`src/source/frontPkg.sv`:
```
////////////////////////////////////////
// all sizes fixed here, modules take none as parameters
// packet is opaque except for the branch flag in its top bit
////////////////////////////////////////
package frontPkg;

  ////////////////////////////////////////
  // buffer geometry
  ////////////////////////////////////////
  // decode slots per cycle
  localparam int fetchWidth = 8;
  // packets per dispatch group
  localparam int dispatchWidth = 4;
  localparam int queueDepth = 32;
  localparam int queueLog = 5;
  localparam int packetWidth = 32;
  // branch flag position inside a packet
  localparam int branchBit = 31;
  // a full fetch group still fits at or below this occupancy
  localparam int stallLimit = queueDepth - fetchWidth;
  // up to four branches in a group
  localparam int branchCountWidth = 3;
  localparam int counterWidth = 32;

  ////////////////////////////////////////
  // register block
  ////////////////////////////////////////
  localparam int csrAddrWidth = 4;
  localparam int csrDataWidth = 32;
  localparam int csrStrbWidth = csrDataWidth / 8;
  localparam logic [csrAddrWidth-1:0] ctrlAddr = 4'h0;
  localparam logic [csrAddrWidth-1:0] occAddr = 4'h4;
  localparam logic [csrAddrWidth-1:0] dispCntAddr = 4'h8;
  localparam logic [csrAddrWidth-1:0] brCntAddr = 4'hC;
  // control register bits
  localparam int holdBit = 0;
  localparam int flushBit = 1;
  localparam logic [1:0] axiOkay = 2'b00;
  localparam logic [1:0] axiSlvErr = 2'b10;

endpackage

```
`src/source/instBuffer.sv`:
```
////////////////////////////////////////
// decode must hold its group while stallFetch_o is high
// flush beats write and dispatch in the same cycle
////////////////////////////////////////
`timescale 1ns/100ps

module instBuffer (
  input  logic clk,
  input  logic reset_i,
  // misprediction flush and the register block pulse
  input  logic flush_i,
  input  logic swFlush_i,
  input  logic holdDispatch_i,
  // back-pressure from later stages
  input  logic stall_i,

  // decode group
  input  logic decodeReady_i,
  input  logic [frontPkg::fetchWidth-1:0] decodedVector_i,
  input  logic [frontPkg::fetchWidth-1:0][frontPkg::packetWidth-1:0] decodedPacket_i,
  output logic stallFetch_o,

  // dispatch group
  output logic instBufferReady_o,
  output logic [frontPkg::dispatchWidth-1:0][frontPkg::packetWidth-1:0] decodedPacket_o,
  output logic [frontPkg::branchCountWidth-1:0] branchCount_o,
  output logic dispatchFire_o,
  output logic [frontPkg::queueLog:0] instCount_o,

  // storage ports
  output logic [frontPkg::fetchWidth-1:0] ramWriteEnable_o,
  output logic [frontPkg::fetchWidth-1:0][frontPkg::queueLog-1:0] ramWriteAddr_o,
  output logic [frontPkg::fetchWidth-1:0][frontPkg::packetWidth-1:0] ramWriteData_o,
  output logic [frontPkg::dispatchWidth-1:0][frontPkg::queueLog-1:0] ramReadAddr_o,
  input  logic [frontPkg::dispatchWidth-1:0][frontPkg::packetWidth-1:0] ramReadData_i
);

  // circular queue pointers
  logic [frontPkg::queueLog-1:0] headPtr;
  logic [frontPkg::queueLog-1:0] tailPtr;
  // live packets, one bit wider to hold a full queue
  logic [frontPkg::queueLog:0] instCount;
  logic [frontPkg::queueLog:0] nextCount;
  logic [frontPkg::queueLog:0] writeCount;
  logic [frontPkg::branchCountWidth-1:0] branchSum;
  logic flushAll;
  logic stallFetch;
  logic writeGo;
  logic dispatchFire;

  assign flushAll = flush_i | swFlush_i;

  ////////////////////////////////////////
  // fetch side
  ////////////////////////////////////////
  // room for a full group only at or below the limit
  assign stallFetch = (instCount > frontPkg::stallLimit);
  assign stallFetch_o = stallFetch;
  assign writeGo = decodeReady_i & ~stallFetch;

  // pack valid slots onto consecutive entries from tail
  // slot k goes to tail plus valid slots below k
  always_comb begin
    writeCount = '0;
    for (int k = 0; k < frontPkg::fetchWidth; k++) begin
      ramWriteEnable_o[k] = writeGo & decodedVector_i[k];
      ramWriteAddr_o[k] = tailPtr + writeCount[frontPkg::queueLog-1:0];
      writeCount = writeCount + {{frontPkg::queueLog{1'b0}}, ramWriteEnable_o[k]};
    end
  end

  // data follows its own slot, the address does the packing
  assign ramWriteData_o = decodedPacket_i;

  ////////////////////////////////////////
  // dispatch side
  ////////////////////////////////////////
  assign instBufferReady_o = (instCount >= frontPkg::dispatchWidth);
  // group leaves when ready, not stalled, not held, no flush
  assign dispatchFire = instBufferReady_o & ~stall_i & ~holdDispatch_i & ~flushAll;
  assign dispatchFire_o = dispatchFire;

  // four lanes from head, count branch flags among them
  always_comb begin
    branchSum = '0;
    for (int r = 0; r < frontPkg::dispatchWidth; r++) begin
      ramReadAddr_o[r] = headPtr + (frontPkg::queueLog)'(r);
      branchSum = branchSum
                + {{(frontPkg::branchCountWidth-1){1'b0}}, ramReadData_i[r][frontPkg::branchBit]};
    end
  end

  assign decodedPacket_o = ramReadData_i;
  assign branchCount_o = branchSum;

  ////////////////////////////////////////
  // pointers and occupancy
  ////////////////////////////////////////
  // writes and dispatch may both happen at one edge
  always_comb begin
    nextCount = instCount + writeCount;
    if (dispatchFire) begin
      nextCount = nextCount - (frontPkg::queueLog + 1)'(frontPkg::dispatchWidth);
    end
  end

  always_ff @(posedge clk) begin
    if (reset_i || flushAll) begin
      headPtr <= '0;
      tailPtr <= '0;
      instCount <= '0;
    end else begin
      // pointers wrap naturally at queueDepth
      tailPtr <= tailPtr + writeCount[frontPkg::queueLog-1:0];
      if (dispatchFire) begin
        headPtr <= headPtr + (frontPkg::queueLog)'(frontPkg::dispatchWidth);
      end
      instCount <= nextCount;
    end
  end

  assign instCount_o = instCount;

endmodule

```
`config.mk`:
```
export PLATFORM = sky130hd
export DESIGN_NAME = instBuffer
export DESIGN_NICKNAME = d
export VERILOG_FILES = /design/src/source/frontPkg.sv /design/src/source/instBuffer.sv
export SDC_FILE = /design/constraint.sdc
export NUM_CORES = 1
export LEC_CHECK = 0
export BUFFER_PORTS_ARGS = -buffer_cell sky130_fd_sc_hd__buf_2
export CORE_AREA = 2 2 331 333
export DETAILED_ROUTE_END_ITERATION = 6
export DIE_AREA = 0 0 333 335
export MAX_ROUTING_LAYER = met4
export PLACE_DENSITY_LB_ADDON = 0.3
export SYNTH_ARGS = -nofsm -noshare
export SYNTH_HDL_FRONTEND = slang
export SYNTH_SLANG_ARGS = --single-unit
```
`constraint.sdc`:
```
create_clock -name clk -period 8.2 [get_ports clk]
set_clock_uncertainty 0.2 [all_clocks]
set_input_delay 0.41 -clock clk [delete_from_list [all_inputs] [get_ports clk]]
set_output_delay 0.41 -clock clk [all_outputs]
set_load 0.01 [all_outputs]
```
# Yosys cells after proc, flatten, opt, wreduce, memory -nomap -nowiden

Cells that the tools add are included.
W data, S select, Z words.

Divide/modulo/power cells: 0
Add/subtract/negate cells: 24
Mux-type cells: 1
Shift operators: 0
Reductions and logical operators: 1
Magnitude comparators: 2
Bitwise gates (word level): 17
Multiply operators: 0
Eq/ne operators: 0

Operator list:

| operator              | count |
|---|---|
| $add A5 B5 Y5         | 4 |
| $add A6 B1 Y6         | 2 |
| $and A1 B1 Y1         | 12 |
| $add A5 B2 Y5 const B | 2 |
| $add A2 B1 Y3         | 2 |
| $add A5 B1 Y6         | 1 |
| $add A6 B6 Y6         | 1 |
| $ge A6 B3 Y1 const B  | 1 |
| $gt A6 B5 Y1 const B  | 1 |
| $mux W6               | 1 |
| $sub A6 B3 Y6 const B | 1 |
| $add A4 B1 Y5         | 1 |
| $add A5 B1 Y5         | 1 |
| $add A5 B1 Y5 const B | 1 |
| $add A5 B2 Y5         | 1 |
| $add A5 B3 Y5         | 1 |
| $add A5 B3 Y5 const B | 1 |
| $add A5 B4 Y5         | 1 |
| $add A1 B1 Y2         | 2 |
| $add A3 B1 Y4         | 1 |
| $not A1 Y1            | 4 |
| $add A3 B1 Y3         | 1 |
| $logic_or A1 B1 Y1    | 1 |
| $or A1 B1 Y1          | 1 |

Word-level logic and storage cells: 48
Input bits: 399
Memories kept: 0
RAM bits: 0
Bits in registers: 16
Latch bits: 0
Memory bits (read-only): 0
Output and inout bits: 464

# Logic depth before layout (Yosys ltp)

Gate-level depths: netlist of run 1.

Depth in word-level cells: 14
Gate-level depth with buffers: 24

# Worst setup path after synthesis of run 1

Ideal clock, no wire load.

Path type: flip-flop to flip-flop
Start: register instCount (netlist bit instCount_o[1])
End: register instCount (netlist bit instCount_o[5])
Slack: 2.125 ns
Buffers on the path: 0
Stages on the path, launching flop included: 23
Arrival: 5.795 ns
Setup time: 0.080 ns
Cells stage by stage: dfxtp_1 o311ai_0 nand2b_1 nor2_1 and2_1 inv_1 fa_1 inv_1 ha_1 ha_1 ha_1 ha_1 ha_1 xor3_4 xor2_1 ha_1 a21o_1 a21oi_1 xnor2_1 or4_1 and3_1 o21ai_0 nor3b_1

Cells in the longest elaborated chain, start to end: 14

Ends and longest elaborated chain:

| item                           | line              | text |
|---|---|---|
| start: declaration             | instBuffer.sv:42  | `logic [frontPkg::queueLog:0] instCount;` |
| start signal: assignment       | instBuffer.sv:118 | `instCount <= nextCount;` |
| $gt A6 B5 Y1 *                 | instBuffer.sv:57  | `assign stallFetch = (instCount > frontPkg::stallLimit);` |
| net stallFetch_o               | instBuffer.sv:21  | `output logic stallFetch_o,` |
| $not A1 Y1 *                   | instBuffer.sv:59  | `assign writeGo = decodeReady_i & ~stallFetch;` |
| $and A1 B1 Y1 *                | instBuffer.sv:59  |  |
| $and A1 B1 Y1 *                | instBuffer.sv:66  | `ramWriteEnable_o[k] = writeGo & decodedVector_i[k];` |
| net ramWriteEnable_o (one bit) | instBuffer.sv:31  | `output logic [frontPkg::fetchWidth-1:0] ramWriteEnable_o,` |
| $add A1 B1 Y2 *                | instBuffer.sv:68  | `writeCount = writeCount + {{frontPkg::queueLog{1'b0}}, ramWriteEnable_o[k]};` |
| $add A2 B1 Y3 *                | instBuffer.sv:68  |  |
| $add A3 B1 Y4 *                | instBuffer.sv:68  |  |
| $add A4 B1 Y5 *                | instBuffer.sv:68  |  |
| $add A5 B1 Y6 *                | instBuffer.sv:68  |  |
| $add A6 B1 Y6 * (2 in series)  | instBuffer.sv:68  |  |
| $add A6 B6 Y6 *                | instBuffer.sv:101 | `nextCount = instCount + writeCount;` |
| $sub A6 B3 Y6                  | instBuffer.sv:103 | `nextCount = nextCount - (frontPkg::queueLog + 1)'(frontPkg::dispatchWidth);` |
| $mux W6 *                      | instBuffer.sv:102 | `if (dispatchFire) begin` |

The timed path passes the listed nets; every way through them passes the cells marked *.
A chain may end at the register's enable or synchronous reset.

# Worst setup path after layout of run 1

Start: register instCount (netlist bit instCount_o[1])
End: register instCount (netlist bit instCount_o[5])

Cells in the longest elaborated chain, start to end: 14

Ends and longest elaborated chain:

| item                        | line |
|---|---|
| $gt A6 B5 Y1                | instBuffer.sv:57 |
| $not A1 Y1                  | instBuffer.sv:59 |
| $and A1 B1 Y1               | instBuffer.sv:59 |
| $and A1 B1 Y1               | instBuffer.sv:66 |
| $add A1 B1 Y2               | instBuffer.sv:68 |
| $add A2 B1 Y3               | instBuffer.sv:68 |
| $add A3 B1 Y4               | instBuffer.sv:68 |
| $add A4 B1 Y5               | instBuffer.sv:68 |
| $add A5 B1 Y6               | instBuffer.sv:68 |
| $add A6 B1 Y6 (2 in series) | instBuffer.sv:68 |
| $add A6 B6 Y6               | instBuffer.sv:101 |
| $sub A6 B3 Y6               | instBuffer.sv:103 |
| $mux W6 *                   | instBuffer.sv:102 |

Mark *: on every way between the ends. The rest lies on a longest branch, timed or not.

==> results.rst, run 1 <==
.. list-table::
   :header-rows: 1

   * - Metric
     - Value
   * - Post-synthesis cell type count
     - 43
   * - Initial standard-cell utilization of the core
     - under 10%
   * - TritonCTS clock tree
     - done
   * - RR Endpoint
     - instCount_o[5]
   * - Crit start category
     - flip-flop
   * - Number of sinks driven by the clock tree
     - 14
   * - FF-to-FF setup slack
     - between 1.5 and 2 ns
   * - Total Routing Usage GR
     - 5.94%
   * - Max VDD drop
     - just under 70 uV
   * - Worst-Skew Late Latency
     - ~0.26 ns
   * - Mean instance size in the synthesized netlist
     - about 8.1 um2
   * - Post-synth ARST share
     - 0%
   * - Routed Wire Length
     - approximately 34 mm
   * - IO Count
     - about 860
   * - Count of endpoints failing hold in the final timing report
     - 0
   * - Number of nets still failing antenna checks after routing
     - 0
   * - Global-route wire length before repair
     - 39.8 mm
   * - Crit path arrival time
     - 6.55 ns
   * - Total of flip-flops plus latches after synthesis
     - 14
   * - Highest metal layer with signal wires
     - met4
   * - Overflow left after global routing
     - 0
   * - Antenna violations before repair
     - 10
   * - Number of clock buffers inserted by TritonCTS
     - 3
   * - Vertical extent of the die
     - between 300 and 400 um
   * - First element of the critical path
     - instCount_o[1]
   * - Shortest clock period the worst path allows after layout
     - ~6.6 ns
   * - Ranking of synthesized cells by area
     - sky130_fd_sc_hd__buf_4 (57%), sky130_fd_sc_hd__ha_1 (12%), sky130_fd_sc_hd__dfxtp_1 (5.3%), sky130_fd_sc_hd__xnor2_1 (4.1%), sky130_fd_sc_hd__fa_1 (3.8%)
   * - Area overhead of the layout relative to synthesis
     - -12.8%
   * - Die width
     - approximately 330 um
   * - Number of inserted filler cells in the final layout
     - around 13000
   * - Core ar.
     - approximately 110000 um2
   * - M1 WL
     - around 9.5 mm
   * - Count of buffers added by post-CTS timing repair for setup
     - 0
   * - Number of synthesized flops with an enable pin
     - 0
   * - Via count
     - about 2800
   * - Drt wl/cell
     - ~19 um
   * - Beginning of the worst register-to-register path
     - instCount_o[1]
   * - Met2 wire length
     - ~14 mm
   * - Yosys warnings
     - 0
   * - Count of hold-fix buffers inserted at cts
     - 0
   * - F_max
     - around 150 MHz
   * - Max-slew violation count
     - 0
   * - Leakage power figure
     - ~1.8 nW
   * - Setup repair after global routing missed its margin
     - false
   * - Library cell occupying the most area in the post-synthesis netlist
     - sky130_fd_sc_hd__buf_4
   * - Buffer type at the clock tree root
     - sky130_fd_sc_hd__clkbuf_16
   * - Area of the mapped netlist
     - roughly 5300 um2
   * - Met3 routed WL
     - 8.28 mm
   * - Period utilization
     - ~80%
   * - Number of DRC violations after detailed-routing iteration 0
     - around 110
   * - Total of endpoints with negative setup slack in the final report
     - 0
   * - Fraction of final layout cells with drive strength greater than 1
     - a little over 30%
   * - R2r worst-path depth
     - 22
   * - Slew margin rel.
     - between 30% and 40%
   * - Port-buffer cells
     - between 90 and 100
   * - Maximum capacitance violations
     - 0
   * - Worst Hold Class
     - primary input to flip-flop
   * - Run status
     - finished, final reports clean
   * - Avg Vias per Cell
     - around 1.6
   * - Post-synth top flop
     - sky130_fd_sc_hd__dfxtp_1
   * - Area share of the leading cell type in the synthesized netlist
     - between 50% and 60%
   * - Accumulated negative setup slack
     - 0 ns
   * - Transition time at the pin with the least slew margin
     - a little over 0.9 ns
   * - Worst Path Max Fanout
     - 8
   * - Reg area
     - roughly 280 um2
   * - Setup crit end kind
     - flip-flop
   * - Area of the multi-input gates
     - between 1500 and 2000 um2
   * - Cell with the most instances after synthesis
     - sky130_fd_sc_hd__buf_4
   * - Detailed-routing iteration count for the pre-antenna-repair pass
     - 4
   * - # DRC
     - 0
   * - Non-filler cells in the finished layout
     - 1769
   * - Clock-pin slew of the registers on the worst-case setup and hold paths
     - 0.06 ns
   * - Detail Placement HPWL
     - between 30 and 40 mm
   * - Cell types with the highest counts after synthesis
     - sky130_fd_sc_hd__buf_4 (401), sky130_fd_sc_hd__ha_1 (49), sky130_fd_sc_hd__xnor2_1 (25)
   * - Pwr per Cell Area
     - 97.4 nW/um2
   * - Number of global-route vias before repair
     - around 3000
   * - Post-synthesis instance total
     - around 650
   * - Gpl congestion
     - 0.656
   * - Clock Path Buffers
     - 2
   * - Htree depth
     - 1
   * - Seq/Total Area, Yosys
     - 5.30%
   * - Post-layout net count
     - ~810
   * - Critical Setup Path Class
     - flip-flop to flip-flop
   * - Number of gates resized after CTS
     - 0
   * - Critical path endpoint
     - instCount_o[5]
   * - Req. time, crit path
     - a little over 8 ns
   * - Standard-cell rows
     - 121
   * - Maximum number of pins on one net before global-route repair
     - 18
   * - Post-placement cell count
     - 1762
   * - Die area
     - 112000 um2
-- area by class of cell --
cell class                      count  share of cell area [%]
Clock buffer                        4                    1.93
Timing Repair Buffer               95                    10.4
Tap cell                         1414                    38.4
Sequential cell                    14                    6.09
Inverter                           18                    1.47
Antenna cell                        3                   0.163
Multi-Input combinational cell    221                    41.6
-- cells in the final DEF, fill, tap and decap left out, types with 2 or more instances in the layout --
master and instances:
sky130_fd_sc_hd__conb_1 8, sky130_fd_sc_hd__and2_1 12, sky130_fd_sc_hd__or4_1 2, sky130_fd_sc_hd__a21o_1 15
sky130_fd_sc_hd__mux2i_1 2, sky130_fd_sc_hd__nor2_1 9, sky130_fd_sc_hd__ha_1 49, sky130_fd_sc_hd__nor3_1 4
sky130_fd_sc_hd__buf_2 94, sky130_fd_sc_hd__nand3_1 7, sky130_fd_sc_hd__o21ai_0 6, sky130_fd_sc_hd__xnor2_1 25
sky130_fd_sc_hd__inv_1 18, sky130_fd_sc_hd__and2_2 2, sky130_fd_sc_hd__xor2_1 15, sky130_fd_sc_hd__nand2_1 17
sky130_fd_sc_hd__dfxtp_1 14, sky130_fd_sc_hd__diode_2 3, sky130_fd_sc_hd__fa_1 10, sky130_fd_sc_hd__clkbuf_16 3
sky130_fd_sc_hd__a21oi_1 17
-- layer usage --
metal	GRT usage [%]	vias up
li1	-	1057
met1	4.73	1086
met2	8.32	460
met3	6.15	206
met4	3.75	0
met5	-	-
-- power breakdown --
part,switching (mW),internal (mW)
clock,0.0408,0.0746
combinational,0.166,0.0884
sequential,0.00766,0.0710
-- flip-flops by register name (all words and copies together), names as in the netlist --
register and cells:
headPtr 3, instCount_o 6, tailPtr 5
-- logic make-up (layout without fill, tap and decap cells) --
| logic type | after synthesis | after routing | share of synthesized area (%) |
|---|---|---|---|
| XOR/XNOR | 43 | 43 | 8.05 |
| AO/OA/AOI/OAI | 44 | 44 | 5.21 |
| other | 2 | 11 | 0.142 |
| buffers and inverters | 425 | 117 | 58.9 |
| multiplexers | 3 | 3 | 0.592 |
| flip-flops | 14 | 14 | 5.30 |
| AND/OR/NAND/NOR | 63 | 63 | 6.23 |
| adder cells (fa/ha/maj) | 60 | 60 | 15.6 |
-- metrics by stage --
stage                     util [%]  worst slack (ns)  instance area, um2  hold slack, ns  power (mW)
after floorplan                  -              2.13                5310           0.382       0.410
after global placement        4.17              1.53                4510           0.379       0.359
after detailed placement      4.17              1.47                4510           0.378       0.358
after CTS                     4.25              1.43                4600           0.394       0.478
after global routing          4.26             0.954                4600           0.426       0.503
final                         4.26              1.57                4610           0.376       0.449
-- worst min path at each step --
stage / start / end / slack (ns) / cells past startpoint
after floorplan: headPtr[3] / headPtr[3] / 0.38 / 2
after global placement: headPtr[3] / headPtr[3] / 0.38 / 2
after detailed placement: headPtr[3] / headPtr[3] / 0.38 / 2
after CTS: headPtr[3] / headPtr[3] / 0.39 / 2
after global routing: headPtr[3] / headPtr[3] / 0.43 / 2
final: reset_i / instCount_o[4] / 0.38 / 3
-- critical path, cell delays in order, from the launching register on --
cell,delay [ns]
sky130_fd_sc_hd__dfxtp_1,0.35
sky130_fd_sc_hd__o311ai_0,0.39
sky130_fd_sc_hd__nand2b_1,0.11
sky130_fd_sc_hd__nor2_1,0.38
sky130_fd_sc_hd__and2_1,0.27
sky130_fd_sc_hd__inv_1,0.07
sky130_fd_sc_hd__fa_1,0.47
sky130_fd_sc_hd__inv_1,0.08
sky130_fd_sc_hd__ha_1,0.31
sky130_fd_sc_hd__ha_1,0.21
sky130_fd_sc_hd__ha_1,0.36
sky130_fd_sc_hd__ha_1,0.43
sky130_fd_sc_hd__ha_1,0.29
sky130_fd_sc_hd__xor3_4,0.49
sky130_fd_sc_hd__xor2_1,0.27
sky130_fd_sc_hd__ha_1,0.32
sky130_fd_sc_hd__a21o_1,0.19
sky130_fd_sc_hd__a21oi_1,0.16
sky130_fd_sc_hd__xnor2_1,0.14
sky130_fd_sc_hd__or4_1,0.51
sky130_fd_sc_hd__a21oi_1,0.21
sky130_fd_sc_hd__o21ai_0,0.10
sky130_fd_sc_hd__nor3b_1,0.16
Power figures use the tool's default switching activity.
==> run 2, diff against run 1 <==
--- a/config.mk
+++ b/config.mk
@@ -5,10 +5,11 @@
 export SDC_FILE = /design/constraint.sdc
 export NUM_CORES = 1
 export LEC_CHECK = 0
+export ABC_AREA = 1
 export BUFFER_PORTS_ARGS = -buffer_cell sky130_fd_sc_hd__buf_2
-export CORE_AREA = 2 2 331 333
+export CORE_AREA = 2 2 339 341
 export DETAILED_ROUTE_END_ITERATION = 6
-export DIE_AREA = 0 0 333 335
+export DIE_AREA = 0 0 341 343
 export MAX_ROUTING_LAYER = met4
 export PLACE_DENSITY_LB_ADDON = 0.3
 export SYNTH_ARGS = -nofsm -noshare
==> constraint.sdc (replaced) <==
create_clock -name clk -period 6.7 [get_ports clk]
set_clock_uncertainty 0.2 [all_clocks]
set_input_delay 0.335 -clock clk [delete_from_list [all_inputs] [get_ports clk]]
set_output_delay 0.335 -clock clk [all_outputs]
set_load 0.01 [all_outputs]
==> run 2 against run 1 <==
- sequential cell count unchanged
- combinational power increased by 5%
- largest power group unchanged
- final cell count rose by 9.7%
==> results.rst, run 2 <==
.. list-table::
   :header-rows: 1

   * - Metric
     - Value
   * - Run status
     - finished, final reports clean
   * - Maximum number of pins on one net before global-route repair
     - 16 (-2)
   * - Standard-cell rows
     - 124 (+2.5%)
   * - Count of buffers added by post-CTS timing repair for setup
     - 0 (unchanged)
   * - Max-slew violation count
     - 0 (unchanged)
   * - # DRC
     - 0 (unchanged)
   * - Slew margin rel.
     - 54.0% (+16 points)
   * - Number of clock buffers inserted by TritonCTS
     - 3 (unchanged)
   * - Post-synth ARST share
     - 0% (unchanged)
   * - Number of sinks driven by the clock tree
     - 14 (unchanged)
   * - Critical Setup Path Class
     - flip-flop to flip-flop
   * - Layer with the highest usage
     - met3
   * - Yosys warnings
     - 0 (unchanged)
   * - Gpl congestion
     - 0.717 (+9.2%)
   * - Initial standard-cell utilization of the core
     - 4.77% (-0.12 points)
   * - Via count
     - 3203 (+14%)
   * - Post-synthesis cell type count
     - 31 (-28%)
   * - Leading cell type in the layout, fill and taps excluded
     - sky130_fd_sc_hd__buf_2
   * - Die width
     - 341 um (+2.4%)
   * - IO Count
     - 863 (unchanged)
   * - Synthesized-area fraction occupied by ao, oa, aoi and oai cells
     - 3.12% (-2.1 points)
   * - Post-layout net count
     - 882 (+8.8%)
   * - Count of hold-fix buffers inserted at cts
     - 0 (unchanged)
   * - Global routing met2 resource utilization
     - 9.07% (+0.75 points)
   * - Routed Wire Length
     - 40.3 mm (+18%)
   * - Post-synthesis instance total
     - 721 (+10%)
   * - Seq/Total Area, Yosys
     - 5.18% (-0.12 points)
   * - Detail Placement HPWL
     - 37.1 mm (+20%)
   * - Number of gates resized after CTS
     - 0 (unchanged)
   * - Area overhead of the layout relative to synthesis
     - -9.63%
   * - Total Routing Usage GR
     - 6.78% (+0.84 points)
   * - Drt wl/cell
     - 20.8 um (+7.6%)
   * - Core ar.
     - 113000 um2 (+4.9%)
   * - Period utilization
     - 88.6% (+7.8 points)
   * - Non-filler cells in the finished layout
     - 1940 (+9.7%)
   * - Area share of the leading cell type in the synthesized netlist
     - 55.7% (-1.3 points)
   * - Cell with the most instances after synthesis
     - sky130_fd_sc_hd__buf_4
   * - Accumulated negative setup slack
     - 0 ns (unchanged)
   * - Antenna violations before repair
     - 8 (-2)
   * - Dominant combinational cell family by area after synthesis
     - buffers and inverters
   * - Post-synthesis xor/xnor area fraction
     - 4.86% (-3.2 points)
   * - Pwr per Cell Area
     - 105 nW/um2 (+7.8%)
   * - Req. time, crit path
     - 6.71 ns (-1.40 ns)
   * - Library cell occupying the most area in the post-synthesis netlist
     - sky130_fd_sc_hd__buf_4
   * - Clock Path Buffers
     - 2 (unchanged)
   * - Crit path arrival time
     - 5.94 ns (-0.61 ns)
   * - Mean instance size in the synthesized netlist
     - 7.50 um2 (-7.2%)
   * - Area share of fa/ha/maj cells after synthesis
     - 15.0% (-0.54 points)
   * - Port-buffer cells
     - 94 (unchanged)
   * - Ranking of synthesized cells by area
     - sky130_fd_sc_hd__buf_4 (56%), sky130_fd_sc_hd__ha_1 (11%), sky130_fd_sc_hd__dfxtp_1 (5.2%), sky130_fd_sc_hd__xor2_1 (4.5%), sky130_fd_sc_hd__fa_1 (3.7%)
   * - Number of flip-flops in the largest register
     - 6 (unchanged)
   * - Number of global-route vias before repair
     - 3324 (+11%)
   * - Number of inserted filler cells in the final layout
     - 13492 (+4.4%)
   * - Total of flip-flops plus latches after synthesis
     - 14 (unchanged)
   * - Area of the mapped netlist
     - 5410 um2 (+2.3%)
   * - Most used cells in the layout excluding fill and tap cells
     - sky130_fd_sc_hd__buf_2 (94), sky130_fd_sc_hd__inv_1 (51), sky130_fd_sc_hd__ha_1 (49)
   * - Buffer type at the clock tree root
     - sky130_fd_sc_hd__clkbuf_16
   * - Max VDD drop
     - 58.6 uV (-13%)
   * - Clock-pin slew of the registers on the worst-case setup and hold paths
     - 0.08 ns (+0.02 ns)
   * - Overflow left after global routing
     - 0 (unchanged)
   * - Total of endpoints with negative setup slack in the final report
     - 0 (unchanged)
   * - Shortest clock period the worst path allows after layout
     - 5.94 ns (-0.693 ns)
   * - TritonCTS clock tree
     - done
   * - Portion of netlist area occupied by mux cells
     - 0% (-0.59 points)
   * - Fraction of final layout cells with drive strength greater than 1
     - 30.3% (-0.42 points)
   * - Met3 usage
     - 9.52% (+3.4 points)
   * - Met1 layer usage reported by global route
     - 4.61% (-0.12 points)
   * - Number of synthesized flops with an enable pin
     - 0 (unchanged)
   * - Post-placement cell count
     - 1931 (+9.6%)
   * - Avg Vias per Cell
     - 1.65 (+4.0%)
   * - Reg area
     - 280 um2 (unchanged)
   * - Maximum capacitance violations
     - 0 (unchanged)
   * - Core utilization of the finished layout
     - 4.31% (+0.047 points)
   * - F_max
     - 168 MHz (+12%)
   * - Area of the multi-input gates
     - 1920 um2 (+0.52%)
   * - Setup repair after global routing missed its margin
     - false
   * - Worst-Skew Late Latency
     - 0.28 ns (+0.02 ns)
   * - Transition time at the pin with the least slew margin
     - 0.690 ns (-0.232 ns)
   * - Post-synth top flop
     - sky130_fd_sc_hd__dfxtp_1
   * - Cell types with the highest counts after synthesis
     - sky130_fd_sc_hd__buf_4 (401), sky130_fd_sc_hd__inv_1 (51), sky130_fd_sc_hd__ha_1 (49)
   * - Number of nets still failing antenna checks after routing
     - 0 (unchanged)
   * - Synthesized-area fraction occupied by and/or/nand/nor cells
     - 12.0% (+5.8 points)
   * - Crit start category
     - flip-flop
   * - Global-route wire length before repair
     - 46.8 mm (+18%)
   * - Count of endpoints failing hold in the final timing report
     - 0 (unchanged)
   * - Detailed-routing iteration count for the pre-antenna-repair pass
     - 4 (unchanged)
   * - Post-Route Hold Slack
     - 0.315 ns (-0.0614 ns)
   * - Vertical extent of the die
     - 343 um (+2.4%)
   * - Number of DRC violations after detailed-routing iteration 0
     - 114 (+7.5%)
   * - Worst Path Max Fanout
     - 6 (-2)
   * - Leakage power figure
     - 1.99 nW (+9.7%)
   * - Die area
     - 117000 um2 (+4.8%)
   * - Worst Hold Class
     - primary input to flip-flop
   * - Htree depth
     - 1 (unchanged)
   * - Setup crit end kind
     - flip-flop
run 2: changes by cell type after synthesis, moves of 15 or more:
cell and delta:
sky130_fd_sc_hd__a21o_1 -15, sky130_fd_sc_hd__inv_1 +33, sky130_fd_sc_hd__nand2_1 +30, sky130_fd_sc_hd__nand3_1 +18, sky130_fd_sc_hd__nor2_1 +23, sky130_fd_sc_hd__xnor2_1 -23
run 2: final cells by class:
type | instances | share of cell area (%)
multi-input combinational | 255 | 39.4
inverter | 54 | 4.15
antenna | 5 | 0.256
timing repair buffer | 96 | 9.94
sequential | 14 | 5.74
tap | 1512 | 38.7
clock buffer | 4 | 1.82
run 2: critical path, cell delays in order (launching register included):
cell and delay, ns:
sky130_fd_sc_hd__dfxtp_1 0.34, sky130_fd_sc_hd__o311ai_0 0.47, sky130_fd_sc_hd__nand3_1 0.38, sky130_fd_sc_hd__inv_1 0.19, sky130_fd_sc_hd__nand2_1 0.12, sky130_fd_sc_hd__fa_1 0.54
sky130_fd_sc_hd__inv_1 0.07, sky130_fd_sc_hd__ha_1 0.32, sky130_fd_sc_hd__ha_1 0.22, sky130_fd_sc_hd__ha_1 0.36, sky130_fd_sc_hd__ha_1 0.40, sky130_fd_sc_hd__ha_1 0.39
sky130_fd_sc_hd__ha_1 0.26, sky130_fd_sc_hd__xor2_1 0.16, sky130_fd_sc_hd__inv_1 0.09, sky130_fd_sc_hd__ha_1 0.33, sky130_fd_sc_hd__a21oi_1 0.16, sky130_fd_sc_hd__nand2_1 0.09
sky130_fd_sc_hd__xor2_1 0.23, sky130_fd_sc_hd__inv_1 0.08, sky130_fd_sc_hd__ha_1 0.29, sky130_fd_sc_hd__a211oi_1 0.18
run 2: cells by family after synthesis:
| logic type | after synthesis |
|---|---|
| other | 2 |
| and+or+nand+nor | 132 |
| adders and majority gates | 59 |
| xor gates and xnor gates | 30 |
| AOI/OAI and AO/OA | 26 |
| buffers and inverters | 458 |
| DFF | 14 |
run 2: where the power goes:
| part | switching, mW | internal (mW) |
|---|---|---|
| Sequential | 0.00720 | 0.0864 |
| Combinational | 0.172 | 0.0950 |
| Clock | 0.0606 | 0.0917 |
run 2: per-stage QoR:
step | worst slack [ns] | power (mW) | area, um2
floorplan | 1.38 | 0.486 | 5430
global placement | 0.851 | 0.378 | 4780
detailed placement | 0.725 | 0.376 | 4780
CTS | 0.705 | 0.543 | 4870
global route | 0.153 | 0.574 | 4880
finish | 0.763 | 0.513 | 4890
run 2: path summary, 6_finish.rpt:
check	cells after the start	from	endpoint	slack [ns]
min reg2reg	1	headPtr[2]	headPtr[2]	0.33
max reg2reg	21	instCount_o[1]	instCount_o[3]	0.76
min	5	reset_i	instCount_o[5]	0.31
max	21	instCount_o[1]	instCount_o[3]	0.76
run 2: per-layer routing:
metal / wire length (um) / part of all wire [%]
met1: 9780 / 24
met5: 0 / 0
met4: 2320 / 5.8
met3: 12500 / 31
met2: 15700 / 39
==> run 3, diff against run 2 <==
--- a/config.mk
+++ b/config.mk
@@ -11,7 +11,6 @@
 export DETAILED_ROUTE_END_ITERATION = 6
 export DIE_AREA = 0 0 341 343
 export MAX_ROUTING_LAYER = met4
-export PLACE_DENSITY_LB_ADDON = 0.3
 export SYNTH_ARGS = -nofsm -noshare
 export SYNTH_HDL_FRONTEND = slang
 export SYNTH_SLANG_ARGS = --single-unit
==> run 3 against run 2 <==
- worst setup slack better by 0.016 ns
- largest power group unchanged
- critical endpoint unchanged
- critical path depth is the same
- critical path type unchanged
- first-iteration DRC count is 6.1% higher
==> results.rst, run 3 (synthesis gave the netlist of run 2 again) <==
.. list-table::
   :header-rows: 1

   * - Metric
     - Value
   * - Number of gates resized after CTS
     - 0 (unchanged)
   * - Port-buffer cells
     - 94 (unchanged)
   * - Area of the multi-input gates
     - 1920 um2 (unchanged)
   * - Clock Path Buffers
     - 2 (unchanged)
   * - TritonCTS clock tree
     - done
   * - Die width
     - 341 um (unchanged)
   * - Max-slew violation count
     - 0 (unchanged)
   * - Antenna violations before repair
     - 11 (+3)
   * - Req. time, crit path
     - 6.68 ns (-0.03 ns)
   * - Gpl congestion
     - 0.741 (+3.4%)
   * - Pwr per Cell Area
     - 110 nW/um2 (+4.4%)
   * - Crit start category
     - flip-flop
   * - Number of inserted filler cells in the final layout
     - 13415 (-0.57%)
   * - Area overhead of the layout relative to synthesis
     - -9.63% (unchanged)
   * - Number of global-route vias before repair
     - 3169 (-4.7%)
   * - Count of hold-fix buffers inserted at cts
     - 0 (unchanged)
   * - Int Pwr
     - 0.270 mW (-1.0%)
   * - Leading cell type in the layout, fill and taps excluded
     - sky130_fd_sc_hd__buf_2
   * - Sequential group share of total power
     - 18.0% (-0.2 points)
   * - Crit path arrival time
     - 5.90 ns (-0.04 ns)
   * - Core ar.
     - 113000 um2 (unchanged)
   * - Portion of total power attributed to the clock network
     - 26.1% (-3.6 points)
   * - Die area
     - 117000 um2 (unchanged)
   * - Detailed-routing iteration count for the pre-antenna-repair pass
     - 4 (unchanged)
   * - Worst Path Max Fanout
     - 6 (unchanged)
   * - Total of endpoints with negative setup slack in the final report
     - 0 (unchanged)
   * - Htree depth
     - 1 (unchanged)
   * - Maximum number of pins on one net before global-route repair
     - 14 (-2)
   * - Fraction of final layout cells with drive strength greater than 1
     - 30.3% (unchanged)
   * - Transition time at the pin with the least slew margin
     - 0.821 ns (+0.131 ns)
   * - Combinational group share of total power
     - 55.9% (+3.8 points)
   * - Shortest clock period the worst path allows after layout
     - 5.92 ns (-0.0162 ns)
   * - Total Routing Usage GR
     - 9.00% (+2.2 points)
   * - Via count
     - 3239 (+1.1%)
   * - Slew margin rel.
     - 45.2% (-8.7 points)
   * - Critical Setup Path Class
     - flip-flop to flip-flop
   * - Overflow left after global routing
     - 0 (unchanged)
   * - Number of clock buffers inserted by TritonCTS
     - 3 (unchanged)
   * - Clock-pin slew of the registers on the worst-case setup and hold paths
     - 0.06 ns (-0.02 ns)
   * - Core utilization of the finished layout
     - 4.31% (unchanged)
   * - Detail Placement HPWL
     - 50.9 mm (+37%)
   * - Initial standard-cell utilization of the core
     - 4.77% (unchanged)
   * - Leakage power figure
     - 1.99 nW (about the same)
   * - Switching power as a share of total power
     - 49.5% (+2.8 points)
   * - # DRC
     - 0 (unchanged)
   * - Post-layout net count
     - 882 (unchanged)
   * - Accumulated negative setup slack
     - 0 ns (unchanged)
   * - Avg Vias per Cell
     - 1.67 (+1.1%)
   * - Worst-Skew Late Latency
     - 0.26 ns (-0.02 ns)
   * - F_max
     - 169 MHz (+0.27%)
   * - Period utilization
     - 88.4% (-0.24 points)
   * - Run status
     - finished, final reports clean
   * - Standard-cell rows
     - 124 (unchanged)
   * - Most used cells in the layout excluding fill and tap cells
     - sky130_fd_sc_hd__buf_2 (94), sky130_fd_sc_hd__inv_1 (51), sky130_fd_sc_hd__ha_1 (49)
   * - Total power consumption of the routed design
     - 0.535 mW (+4.4%)
   * - Count of buffers added by post-CTS timing repair for setup
     - 0 (unchanged)
   * - Vertical extent of the die
     - 343 um (unchanged)
   * - Worst Hold Class
     - flip-flop to flip-flop
   * - Routed Wire Length
     - 53.9 mm (+34%)
   * - Count of endpoints failing hold in the final timing report
     - 0 (unchanged)
   * - Minimum setup slack in the final design
     - 0.779 ns (+0.0162 ns)
   * - Setup crit end kind
     - flip-flop
   * - IO Count
     - 863 (unchanged)
   * - Drt wl/cell
     - 27.8 um (+34%)
   * - Reg area
     - 280 um2 (unchanged)
   * - Post-placement setup slack
     - 0.837 ns (+0.112 ns)
   * - Number of DRC violations after detailed-routing iteration 0
     - 121 (+6.1%)
   * - Global-route wire length before repair
     - 60.3 mm (+29%)
   * - Buffer type at the clock tree root
     - sky130_fd_sc_hd__clkbuf_16
   * - Switching power
     - 0.265 mW (+11%)
   * - Max VDD drop
     - 65.8 uV (+12%)
   * - Maximum capacitance violations
     - 0 (unchanged)
   * - Number of sinks driven by the clock tree
     - 14 (unchanged)
   * - Setup repair after global routing missed its margin
     - false
   * - Number of nets still failing antenna checks after routing
     - 0 (unchanged)
   * - Number of flip-flops in the largest register
     - 6 (unchanged)
-- run 3: final timing paths --
check            startpoint        endpoint  slack, ns  depth (start not counted)
max          instCount_o[1]  instCount_o[3]       0.78                         21
min reg2reg      headPtr[4]      headPtr[4]       0.31                          2
max reg2reg  instCount_o[1]  instCount_o[3]       0.78                         21
min              headPtr[4]      headPtr[4]       0.31                          2
-- run 3: area by class of cell --
cell class	count	share of cell area [%]
flip-flops and latches	14	5.74
diodes	5	0.256
clock buffers	4	1.82
repair buffers	96	9.94
multi-input cells	255	39.4
inverters	54	4.15
well taps	1512	38.7
-- run 3: routing by layer --
metal	global-route usage [%]	share of wire, %	wire, um
met4	2.28	3.1	1680
met2	12.9	41	22300
met3	14.9	37	19700
met1	4.85	19	10200
met5	-	0	0
-- run 3: power groups by stage --
stage                     registers (mW)  clock network [mW]  logic (mW)
after global routing              0.0981               0.149       0.347
final                             0.0962               0.140       0.299
after floorplan                   0.0965                   0       0.390
after CTS                         0.0975               0.145       0.319
after detailed placement          0.0993                   0       0.318
after global placement            0.0989                   0       0.312
-- run 3: worst max-delay path, stage by stage (launching register included) --
cell and delay, ns:
sky130_fd_sc_hd__dfxtp_1 0.35, sky130_fd_sc_hd__o311ai_0 0.43, sky130_fd_sc_hd__nand3_1 0.33, sky130_fd_sc_hd__inv_1 0.19, sky130_fd_sc_hd__nand2_1 0.11, sky130_fd_sc_hd__fa_1 0.54
sky130_fd_sc_hd__inv_1 0.07, sky130_fd_sc_hd__ha_1 0.31, sky130_fd_sc_hd__ha_1 0.22, sky130_fd_sc_hd__ha_1 0.36, sky130_fd_sc_hd__ha_1 0.42, sky130_fd_sc_hd__ha_1 0.39
sky130_fd_sc_hd__ha_1 0.26, sky130_fd_sc_hd__xor2_1 0.16, sky130_fd_sc_hd__inv_1 0.08, sky130_fd_sc_hd__ha_1 0.33, sky130_fd_sc_hd__a21oi_1 0.17, sky130_fd_sc_hd__nand2_1 0.10
sky130_fd_sc_hd__xor2_1 0.24, sky130_fd_sc_hd__inv_1 0.08, sky130_fd_sc_hd__ha_1 0.30, sky130_fd_sc_hd__a211oi_1 0.20
-- run 3: stage by stage --
step           instance area (um2)  instances  hold slack (ns)
2_1_floorplan                 5430        727            0.313
3_3_place_gp                  4780       1931            0.308
3_5_place_dp                  4780       1931            0.310
4_1_cts                       4870       1935            0.304
5_1_grt                       4880       1939            0.322
6_report                      4890       1940            0.314
